<file path="src/common/mem_stage_pkg.sv">
`default_nettype none

package mem_stage_pkg;

  // Byte lanes in one data word
  localparam int BYTE_LANES = 4;

  // Data and address word
  typedef logic [31:0] word_t;

  // Destination register index
  typedef logic [4:0] reg_idx_t;

  // Load/store size and sign field
  // Low two bits give the size, bit 2 marks unsigned
  typedef logic [2:0] funct3_t;

  localparam funct3_t F3_B  = 3'b000;
  localparam funct3_t F3_H  = 3'b001;
  localparam funct3_t F3_W  = 3'b010;
  localparam funct3_t F3_BU = 3'b100;
  localparam funct3_t F3_HU = 3'b101;

  // One enable bit per byte lane
  typedef logic [BYTE_LANES-1:0] strb_t;

  // Which value the instruction writes back
  typedef logic [1:0] res_src_t;

  localparam res_src_t RES_ALU = 2'd0;
  localparam res_src_t RES_MEM = 2'd1;
  localparam res_src_t RES_PC4 = 2'd2;
  localparam res_src_t RES_TGT = 2'd3;

  // Trap cause carried down the pipe
  typedef logic [1:0] trap_code_t;

  localparam trap_code_t TRAP_NONE           = 2'd0;
  localparam trap_code_t TRAP_ILLEGAL        = 2'd1;
  localparam trap_code_t TRAP_FETCH_MISALIGN = 2'd2;
  localparam trap_code_t TRAP_LDST_MISALIGN  = 2'd3;

endpackage

`default_nettype wire

</file>
<file path="src/design/store_align.sv">
`default_nettype none

module store_align (
  input  mem_stage_pkg::word_t   wdata_in,
  input  logic [1:0]             byte_off,
  input  mem_stage_pkg::funct3_t funct3,
  input  logic                   store_en,
  output mem_stage_pkg::word_t   wdata,
  output mem_stage_pkg::strb_t   wstrb
);

  import mem_stage_pkg::*;

  // Stores ignore the sign bit and need only the size
  logic [1:0] size;
  strb_t      strb_raw;

  assign size = funct3[1:0];

  // Data is replicated so that every lane holds the value,
  // the strobe then picks the lane(s) that really get written
  always_comb begin
    wdata    = wdata_in;
    strb_raw = '1;
    case (size)
      F3_B[1:0]: begin
        wdata    = {BYTE_LANES{wdata_in[7:0]}};
        // One-hot lane at the byte offset
        strb_raw = strb_t'(4'b0001 << byte_off);
      end
      F3_H[1:0]: begin
        wdata    = {(BYTE_LANES / 2){wdata_in[15:0]}};
        // Offset bit 1 picks the upper or lower half
        strb_raw = byte_off[1] ? 4'b1100 : 4'b0011;
      end
      default: begin
        // Full word writes every lane
        wdata    = wdata_in;
        strb_raw = '1;
      end
    endcase
  end

  // No lanes when there is no store
  assign wstrb = store_en ? strb_raw : '0;

endmodule

`default_nettype wire

</file>
<file path="src/design/load_extend.sv">
`default_nettype none

module load_extend (
  input  mem_stage_pkg::word_t   rdata,
  input  logic [1:0]             byte_off,
  input  mem_stage_pkg::funct3_t funct3,
  output mem_stage_pkg::word_t   ld_data
);

  import mem_stage_pkg::*;

  logic [7:0]  sel_byte;
  logic [15:0] sel_half;

  // Byte at the offset within the read word
  assign sel_byte = rdata[{byte_off, 3'b000} +: 8];

  // Halfword chosen by offset bit 1
  assign sel_half = byte_off[1] ? rdata[31:16] : rdata[15:0];

  always_comb begin
    case (funct3)
      // Signed forms copy the field's top bit upward
      F3_B: begin
        ld_data = {{24{sel_byte[7]}}, sel_byte};
      end
      F3_H: begin
        ld_data = {{16{sel_half[15]}}, sel_half};
      end
      // Unsigned forms fill with zeros
      F3_BU: begin
        ld_data = {24'h000000, sel_byte};
      end
      F3_HU: begin
        ld_data = {16'h0000, sel_half};
      end
      default: begin
        // Word load needs no extension
        ld_data = rdata;
      end
    endcase
  end

endmodule

`default_nettype wire

</file>
<file path="src/design/ldst_misalign_check.sv">
`default_nettype none

module ldst_misalign_check (
  input  logic                   mem_read,
  input  logic                   mem_write,
  input  mem_stage_pkg::funct3_t funct3,
  input  logic [1:0]             byte_off,
  input  logic                   trap_in,
  output logic                   misalign,
  output logic                   trap_any,
  output logic                   ren,
  output logic                   we
);

  import mem_stage_pkg::*;

  logic access;

  assign access = mem_read | mem_write;

  // Halfword needs even address, word needs offset 0
  // Byte accesses can never be misaligned
  always_comb begin
    misalign = 1'b0;
    if (access) begin
      case (funct3[1:0])
        F3_H[1:0]: misalign = byte_off[0];
        F3_W[1:0]: misalign = |byte_off;
        default:   misalign = 1'b0;
      endcase
    end
  end

  // Either an earlier stage's trap or our own
  assign trap_any = trap_in | misalign;

  // Memory is never touched by a trapping instruction
  assign ren = mem_read & ~trap_any;
  assign we  = mem_write & ~trap_any;

  // Misalignment decoded again from the raw request
  always_comb begin
    if (access && ((funct3[1:0] == 2'b01 && byte_off[0]) ||
                   (funct3[1:0] == 2'b10 && byte_off != 2'b00))) begin
      a_no_misaligned_access: assert final (!ren && !we);
    end
  end

endmodule

`default_nettype wire

</file>
<file path="src/design/mem_wb_reg.sv">
`default_nettype none

module mem_wb_reg (
  input  logic                      clk,
  input  logic                      rst_n,
  input  logic                      s_valid,
  input  logic                      m_ready,
  input  logic                      reg_write_in,
  input  logic                      misalign,
  input  logic                      trap_any,
  input  mem_stage_pkg::res_src_t   res_src_in,
  input  mem_stage_pkg::reg_idx_t   rd_in,
  input  mem_stage_pkg::word_t      alu_result_in,
  input  mem_stage_pkg::word_t      ld_data_in,
  input  mem_stage_pkg::word_t      pc_plus4_in,
  input  mem_stage_pkg::word_t      jb_target_in,
  input  mem_stage_pkg::trap_code_t trap_code_in,
  output logic                      m_valid,
  output logic                      reg_write_wb,
  output mem_stage_pkg::res_src_t   res_src_wb,
  output mem_stage_pkg::reg_idx_t   rd_wb,
  output mem_stage_pkg::word_t      alu_result_wb,
  output mem_stage_pkg::word_t      ld_data_wb,
  output mem_stage_pkg::word_t      pc_plus4_wb,
  output mem_stage_pkg::word_t      jb_target_wb,
  output logic                      trap_wb,
  output mem_stage_pkg::trap_code_t trap_code_wb
);

  import mem_stage_pkg::*;

  // Register is free when empty or being drained this cycle
  logic load_en;

  assign load_en = !m_valid || m_ready;

  always_ff @(posedge clk) begin
    if (!rst_n) begin
      m_valid <= 1'b0;
    end else if (load_en) begin
      m_valid <= s_valid;
    end
  end

  // Payload follows the same enable as m_valid
  always_ff @(posedge clk) begin
    if (load_en) begin
      // A trapping instruction must not write the register file
      reg_write_wb  <= reg_write_in && !trap_any;
      res_src_wb    <= res_src_in;
      rd_wb         <= rd_in;
      alu_result_wb <= alu_result_in;
      ld_data_wb    <= ld_data_in;
      pc_plus4_wb   <= pc_plus4_in;
      jb_target_wb  <= jb_target_in;
      trap_wb       <= trap_any;
      // Own misalign overrides whatever code came from upstream
      trap_code_wb  <= misalign ? TRAP_LDST_MISALIGN : trap_code_in;
    end
  end

  // Offered item stays offered until writeback takes it
  a_valid_held: assert property (
    @(posedge clk) disable iff (!rst_n)
    m_valid && !m_ready |=> m_valid
  );

  // Nothing on the writeback side moves during a stall
  a_payload_stable: assert property (
    @(posedge clk) disable iff (!rst_n)
    m_valid && !m_ready |=> $stable({reg_write_wb, res_src_wb, rd_wb, alu_result_wb,
                                     ld_data_wb, pc_plus4_wb, jb_target_wb,
                                     trap_wb, trap_code_wb})
  );

endmodule

`default_nettype wire

</file>
<file path="src/design/mem_stage.sv">
`default_nettype none

module mem_stage (
  input  logic                      clk,
  input  logic                      rst_n,
  input  logic                      s_valid,
  output logic                      s_ready,
  input  logic                      reg_write_mem,
  input  logic                      mem_read_mem,
  input  logic                      mem_write_mem,
  input  mem_stage_pkg::res_src_t   res_src_mem,
  input  mem_stage_pkg::reg_idx_t   rd_mem,
  input  mem_stage_pkg::funct3_t    funct3_mem,
  input  mem_stage_pkg::word_t      alu_result_mem,
  input  mem_stage_pkg::word_t      rs2_data_mem,
  input  mem_stage_pkg::word_t      pc_plus4_mem,
  input  mem_stage_pkg::word_t      jb_target_mem,
  input  logic                      trap_mem,
  input  mem_stage_pkg::trap_code_t trap_code_mem,
  output logic                      dmem_ren,
  output mem_stage_pkg::word_t      dmem_raddr,
  input  mem_stage_pkg::word_t      dmem_rdata,
  output logic                      dmem_we,
  output mem_stage_pkg::word_t      dmem_waddr,
  output mem_stage_pkg::word_t      dmem_wdata,
  output mem_stage_pkg::strb_t      dmem_wstrb,
  output logic                      m_valid,
  input  logic                      m_ready,
  output logic                      reg_write_wb,
  output mem_stage_pkg::res_src_t   res_src_wb,
  output mem_stage_pkg::reg_idx_t   rd_wb,
  output mem_stage_pkg::word_t      alu_result_wb,
  output mem_stage_pkg::word_t      ld_data_wb,
  output mem_stage_pkg::word_t      pc_plus4_wb,
  output mem_stage_pkg::word_t      jb_target_wb,
  output logic                      trap_wb,
  output mem_stage_pkg::trap_code_t trap_code_wb,
  output mem_stage_pkg::word_t      result_mem,
  output mem_stage_pkg::word_t      load_data_mem
);

  import mem_stage_pkg::*;

  logic [1:0] byte_off;
  logic       misalign;
  logic       trap_any;
  word_t      ld_data_ext;

  // Lane offset inside the addressed word
  assign byte_off = alu_result_mem[1:0];

  // Nothing buffers here, so upstream stalls exactly with writeback
  assign s_ready = m_ready;

  // Memory is word addressed and lanes come from strobe or extend
  assign dmem_raddr = {alu_result_mem[31:2], 2'b00};
  assign dmem_waddr = {alu_result_mem[31:2], 2'b00};

  // Alignment check also gates the memory enables
  ldst_misalign_check u_misalign (
    .mem_read  (mem_read_mem),
    .mem_write (mem_write_mem),
    .funct3    (funct3_mem),
    .byte_off  (byte_off),
    .trap_in   (trap_mem),
    .misalign  (misalign),
    .trap_any  (trap_any),
    .ren       (dmem_ren),
    .we        (dmem_we)
  );

  // Stores take forwarded rs2 from execute
  store_align u_store (
    .wdata_in (rs2_data_mem),
    .byte_off (byte_off),
    .funct3   (funct3_mem),
    .store_en (mem_write_mem),
    .wdata    (dmem_wdata),
    .wstrb    (dmem_wstrb)
  );

  // SRAM data arrives this cycle, so formatting happens here
  load_extend u_load (
    .rdata    (dmem_rdata),
    .byte_off (byte_off),
    .funct3   (funct3_mem),
    .ld_data  (ld_data_ext)
  );

  // Forwarded value for the instruction now in this stage
  always_comb begin
    case (res_src_mem)
      RES_MEM: result_mem = ld_data_ext;
      RES_PC4: result_mem = pc_plus4_mem;
      RES_TGT: result_mem = jb_target_mem;
      default: result_mem = alu_result_mem;
    endcase
  end

  assign load_data_mem = ld_data_ext;

  mem_wb_reg u_wb_reg (
    .clk           (clk),
    .rst_n         (rst_n),
    .s_valid       (s_valid),
    .m_ready       (m_ready),
    .reg_write_in  (reg_write_mem),
    .misalign      (misalign),
    .trap_any      (trap_any),
    .res_src_in    (res_src_mem),
    .rd_in         (rd_mem),
    .alu_result_in (alu_result_mem),
    .ld_data_in    (ld_data_ext),
    .pc_plus4_in   (pc_plus4_mem),
    .jb_target_in  (jb_target_mem),
    .trap_code_in  (trap_code_mem),
    .m_valid       (m_valid),
    .reg_write_wb  (reg_write_wb),
    .res_src_wb    (res_src_wb),
    .rd_wb         (rd_wb),
    .alu_result_wb (alu_result_wb),
    .ld_data_wb    (ld_data_wb),
    .pc_plus4_wb   (pc_plus4_wb),
    .jb_target_wb  (jb_target_wb),
    .trap_wb       (trap_wb),
    .trap_code_wb  (trap_code_wb)
  );

endmodule

`default_nettype wire

</file>
<file path="config.mk">
export PLATFORM = sky130hd
export DESIGN_NAME = mem_stage
export DESIGN_NICKNAME = d
export VERILOG_FILES = /design/src/common/mem_stage_pkg.sv /design/src/design/store_align.sv /design/src/design/load_extend.sv /design/src/design/ldst_misalign_check.sv /design/src/design/mem_wb_reg.sv /design/src/design/mem_stage.sv
export SDC_FILE = /design/constraint.sdc
export NUM_CORES = 1
export LEC_CHECK = 0
export BUFFER_PORTS_ARGS = -buffer_cell sky130_fd_sc_hd__buf_2
export CAP_MARGIN = 30
export CORE_AREA = 2 2 188 190
export DETAILED_ROUTE_END_ITERATION = 8
export DIE_AREA = 0 0 190 192
export GPL_TIMING_DRIVEN = 0
export PLACE_DENSITY = 0.48
export SKIP_CTS_REPAIR_TIMING = 1
export SYNTH_ARGS = -nofsm -noshare
export SYNTH_HDL_FRONTEND = slang
export SYNTH_HIERARCHICAL = 1
export SYNTH_SLANG_ARGS = --single-unit
</file>
<file path="constraint.sdc">
create_clock -name clk -period 2.81 [get_ports clk]
set_input_delay 0.562 -clock clk [delete_from_list [all_inputs] [get_ports clk]]
set_output_delay 0.562 -clock clk [all_outputs]
set_load 0.01 [all_outputs]
</file>
Yosys cells after proc, flatten, opt, wreduce, memory -nomap -nowiden
Index checks and enable logic that the tools add are counted.

Output and inout bits: 307. Word-level logic and storage cells: 41. Register bits after elaboration: 140.

Bitwise logic cells: 5. Eq/ne operators: 8. Muxes and demuxes: 9. Reduce and logical (&&, ||, !) cells: 7. Shifts and indexed selects: 2.

Operators with widths (count): 32-bit one-hot mux with 4 select lines (1); 32-bit one-hot mux with 3 select lines (1); 32-bit one-hot mux with 2 select lines (1); 32-bit by 6-bit variable part select with 8-bit output (1); 16-bit two-way mux (1); 4-bit two-way mux (2); 4-bit one-hot mux with 2 select lines (1); 2-bit == test (second input constant) (3); 3-bit == test (second input constant) (2); 2-bit by 1-bit == test with 1-bit output (second input constant) (2); 1-bit by 2-bit << shifter with 4-bit output (first input constant) (1); 3-bit by 1-bit == test with 1-bit output (second input constant) (1); 3-bit logical NOT (1); 1-bit AND (2); 1-bit logical NOT (2); 2-bit logical NOT (1); 1-bit OR (2); 1-bit one-hot mux with 2 select lines (1); 2-bit OR reduction (1); 1-bit logical AND (1); 1-bit logical OR (1); 1-bit two-way mux (1); 1-bit NOT (1).

Logic depth before layout (Yosys ltp)
Depth after elaboration: 6. Mapped depth: 6. Gate-level depth less buffers: 5.

Cells and area by module
The synthesis kept the hierarchy.

Modules (own cells, without submodules): mem_wb_reg (area each 4241.6 um^2, cells each 146, instances 1); mem_stage (area each 1306.3 um^2, cells each 105, instances 1); load_extend (area each 760.7 um^2, cells each 118, instances 1); store_align (area each 514.2 um^2, cells each 64, instances 1); ldst_misalign_check (area each 87.6 um^2, cells each 12, instances 1).

Least setup slack after synthesis
Ideal clock, no wire load.

Path kind: input-to-output. Start: input alu_result_mem[1]. End: output result_mem[28]. Cell stages on the path: 6. Path buffers: 2. Path slack: 0.065 ns. Data arrival time: 2.183 ns. Path through: buf_6 > mux4_2 > nand3_2 > buf_6 > nand3_1 > mux4_1.

Longest elaborated chain between the ends: 3.

Ends and longest elaborated chain: start, declared (line mem_stage.sv:14) `input mem_stage_pkg::word_t alu_result_mem,`; 32-bit by 6-bit variable part select with 8-bit output / 16-bit two-way mux (equally long branches) (line load_extend.sv:16, load_extend.sv:19); 32-bit one-hot mux with 4 select lines (*) (line load_extend.sv:22) `case (funct3)`; via load_data_mem[28] (line mem_stage.sv:39) `output mem_stage_pkg::word_t load_data_mem`; 32-bit one-hot mux with 3 select lines (*) (line mem_stage.sv:92) `case (res_src_mem)`; end, declared (line mem_stage.sv:38) `output mem_stage_pkg::word_t result_mem,`.

Mark *: on every way through the listed nets, which the timed path passes. The rest lies on a longest branch.

Worst setup path in the final report
Start: input alu_result_mem[1]. End: output result_mem[14].

Longest elaborated chain between the ends: 3.

Ends and longest elaborated chain (line): 32-bit by 6-bit variable part select with 8-bit output / 16-bit two-way mux (equally long branches) (load_extend.sv:16, load_extend.sv:19); 32-bit one-hot mux with 4 select lines (*) (load_extend.sv:22); 32-bit one-hot mux with 3 select lines (*) (mem_stage.sv:92).

Mark *: on every way between the ends. The rest lies on a longest branch, timed or not.

==> metrics.txt <==
layout cells sized above 1=a little over 70%; routed wire length=about 29 mm; post-layout util=about 33%; Final min period=3050 ps; Final Skew=5.12 ps; Final Hold Viols=0; Slew Viols, Final=0; CTS sink count=140; DIE WIDTH=190 µm; sequential fraction of the synthesis area=60.7%; area of the multi-input gates=~2200 µm²; maximum fanout along the worst path=5; Fill cells=roughly 3500; Rel. slew slack=between 60% and 70%; drt pass-1 iters=5; largest cells by area after synthesis=edfxtp_1, mux4_2, buf_4, mux2i_1, mux2_2; library cells used by synthesis=41; CP max-delay cell=mux4_2; Syn-to-layout area delta=61.3%; Synth async-reset ratio=0%; kind of start point of the critical path=input port; Crit path required time=between 2000 and 2500 ps; die area=36500 µm²; initial antenna violation count=14; yosys synthesis warning count=6; CTS clock-pin slew for the worst setup and hold paths=roughly 60 ps; # IOs=487; Synth top area share=approximately three fifths; cells after synthesis=445; Die Y-Extent=~190 µm; syn avg cell area=between 15 and 20 µm²; final net count=around 1200; Final Worst Setup Slack=-241 ps; dpl cells=about 1400; WP data arrival=between 2000 and 2500 ps; Peak Freq=roughly 330 MHz; ANT nets after route=0; placed inst area=roughly 10000 µm²; clk root buf=clkbuf_16; core area=approximately 34000 µm²; Worst-Skew Late Latency=between 400 and 500 ps; crit path capture type=primary output; worst-path cell chain=buf_12 -> buf_12 -> mux4_2 -> nand3_4 -> buf_8 -> o211ai_1 -> mux4_2 -> buf_6; worst-margin pin slew=approximately 500 ps; RD Place Congestion=between 0.7 and 0.8; number of placement rows=a little under 70; final cell count without fillers=1444; CTS tree=done; Register Area=between 4000 and 5000 µm²; Power Density=552 nW/µm²; vias in the first global route=5550; Worst VDD drop=a little over 0.4 mV; Post-synth EDFFs=about 140; first-pass GRT wire length=38.3 mm; Yosys top cell by area=edfxtp_1; Hold Slack=311 ps; Tcrit/Tclk final=109%; status=finished with violations; #FFs+latches synth=140; worst setup path class=input port to primary output; via count=approximately 6000; DP HPWL=~23 mm; Starting DRT DRC Count=approximately 220; Clock Tree Buf Depth=2; Final Cell Area=roughly 11000 µm²; Worst path max stage delay=550 ps; grt total ovfl=0; P_leak=5.23 nW; max-cap violations=0; failing checks=setup timing; Initial Util=approximately a fifth; RSZ-0062 raised after global routing=true; gr usage total=14.9%; IO Port Bufs=between 400 and 500; Via density=4.08; Inserted Clock Buffers=17; pre-CTS WS=-850 ps; ys flop type=edfxtp_1; final setup vio count=27; WL/cell=slightly below 20 µm; DRC=0; Hold Path Class=input port to register; pin count of the biggest net entering global routing=66; Netlist Area Pre-Place=just under 7000 µm²; # H-tree levels=4
cell usage in the layout, fill, tap and decap left out, drive strengths merged, types with 9 or more instances in the layout:
cell type  count
clkbuf        26
buf          592
nand3         17
o21ai         10
nand2         31
a21oi         11
mux4          33
nor2b         10
mux2          18
nand3b         9
inv            9
mux2i         21
edfxtp       139
sequential cells by signal, summed over array words and instances (netlist names):
register and cells:
u_wb_reg/alu_result_wb 32, u_wb_reg/jb_target_wb 32, u_wb_reg/ld_data_wb 32, u_wb_reg/m_valid 1
u_wb_reg/pc_plus4_wb 32, u_wb_reg/rd_wb 5, u_wb_reg/reg_write_wb 1, u_wb_reg/res_src_wb 2
u_wb_reg/trap_code_wb 2, u_wb_reg/trap_wb 1
metrics by stage:
stage / total power [mW] / TNS [ps]
finish: 6.16 / -3350
global route: 6.44 / -5180
CTS: 6.16 / -19190
floorplan: 3.16 / 0
global placement: 3.82 / -19660
detailed placement: 3.83 / -18760
cell usage after synthesis, types with 5 or more instances:
library cell	instances
a21oi_1	10
buf_2	7
buf_4	74
buf_6	6
clkbuf_1	5
edfxtp_1	139
inv_1	8
mux2_2	18
mux2i_1	21
mux4_2	31
nand2_1	31
nand3_1	16
nand3b_1	9
nor2_1	5
nor2b_1	10
o211ai_1	5
o21ai_0	10
o22a_1	8
worst max-delay path: cells and delay by family:
family | cells | cell delay, ps
AOI/OAI and AO/OA | 1 | 200
buffers and inverters | 4 | 460
muxes | 2 | 1090
and+or+nand+nor | 1 | 170
where the power goes:
part           internal [mW]  switching [mW]  leakage [nW]
sequential              2.48          0.0361          1.46
combinational          0.642           0.708          3.49
clock                   1.39           0.899         0.278
total                   4.51            1.64          5.23
cells by family after synthesis:
| family | count (synthesis) | synth area share [%] |
|---|---|---|
| flops | 140 | 60.7 |
| compound gates | 45 | 4.49 |
| mux | 72 | 16.8 |
| fa+ha+maj | 2 | 0.362 |
| other cells | 1 | 0.0543 |
| buf+inv | 104 | 11.3 |
| simple gates | 81 | 6.25 |
final cells by class:
class / instances / share of cell area, %
tap: 455 / 5.11
multi-input combinational: 204 / 19.5
clock inverter: 15 / 1.54
antenna: 4 / 0.0898
timing repair buffer: 505 / 24.8
inverter: 8 / 0.303
clock buffer: 17 / 3.82
buffer: 96 / 7.26
sequential: 140 / 37.6
worst paths after layout:
check / slack (ps) / to / cells past startpoint / startpoint
worst max-delay path: -240 / result_mem[14] / 8 / alu_result_mem[1]
worst min-delay path: 310 / u_wb_reg/rd_wb[1] / 1 / rd_mem[1]
worst max register to register: 1310 / u_wb_reg/alu_result_wb[1] / 2 / u_wb_reg/m_valid
worst min register to register: 880 / u_wb_reg/m_valid / 2 / u_wb_reg/m_valid
per-layer routing:
metal,track usage [%],wire length (µm)
met4,4.44,425
met2,28.1,15400
met1,15.6,10100
met5,0,105
met3,5.24,2490
No activity file was read; power rests on OpenSTA's default activity.
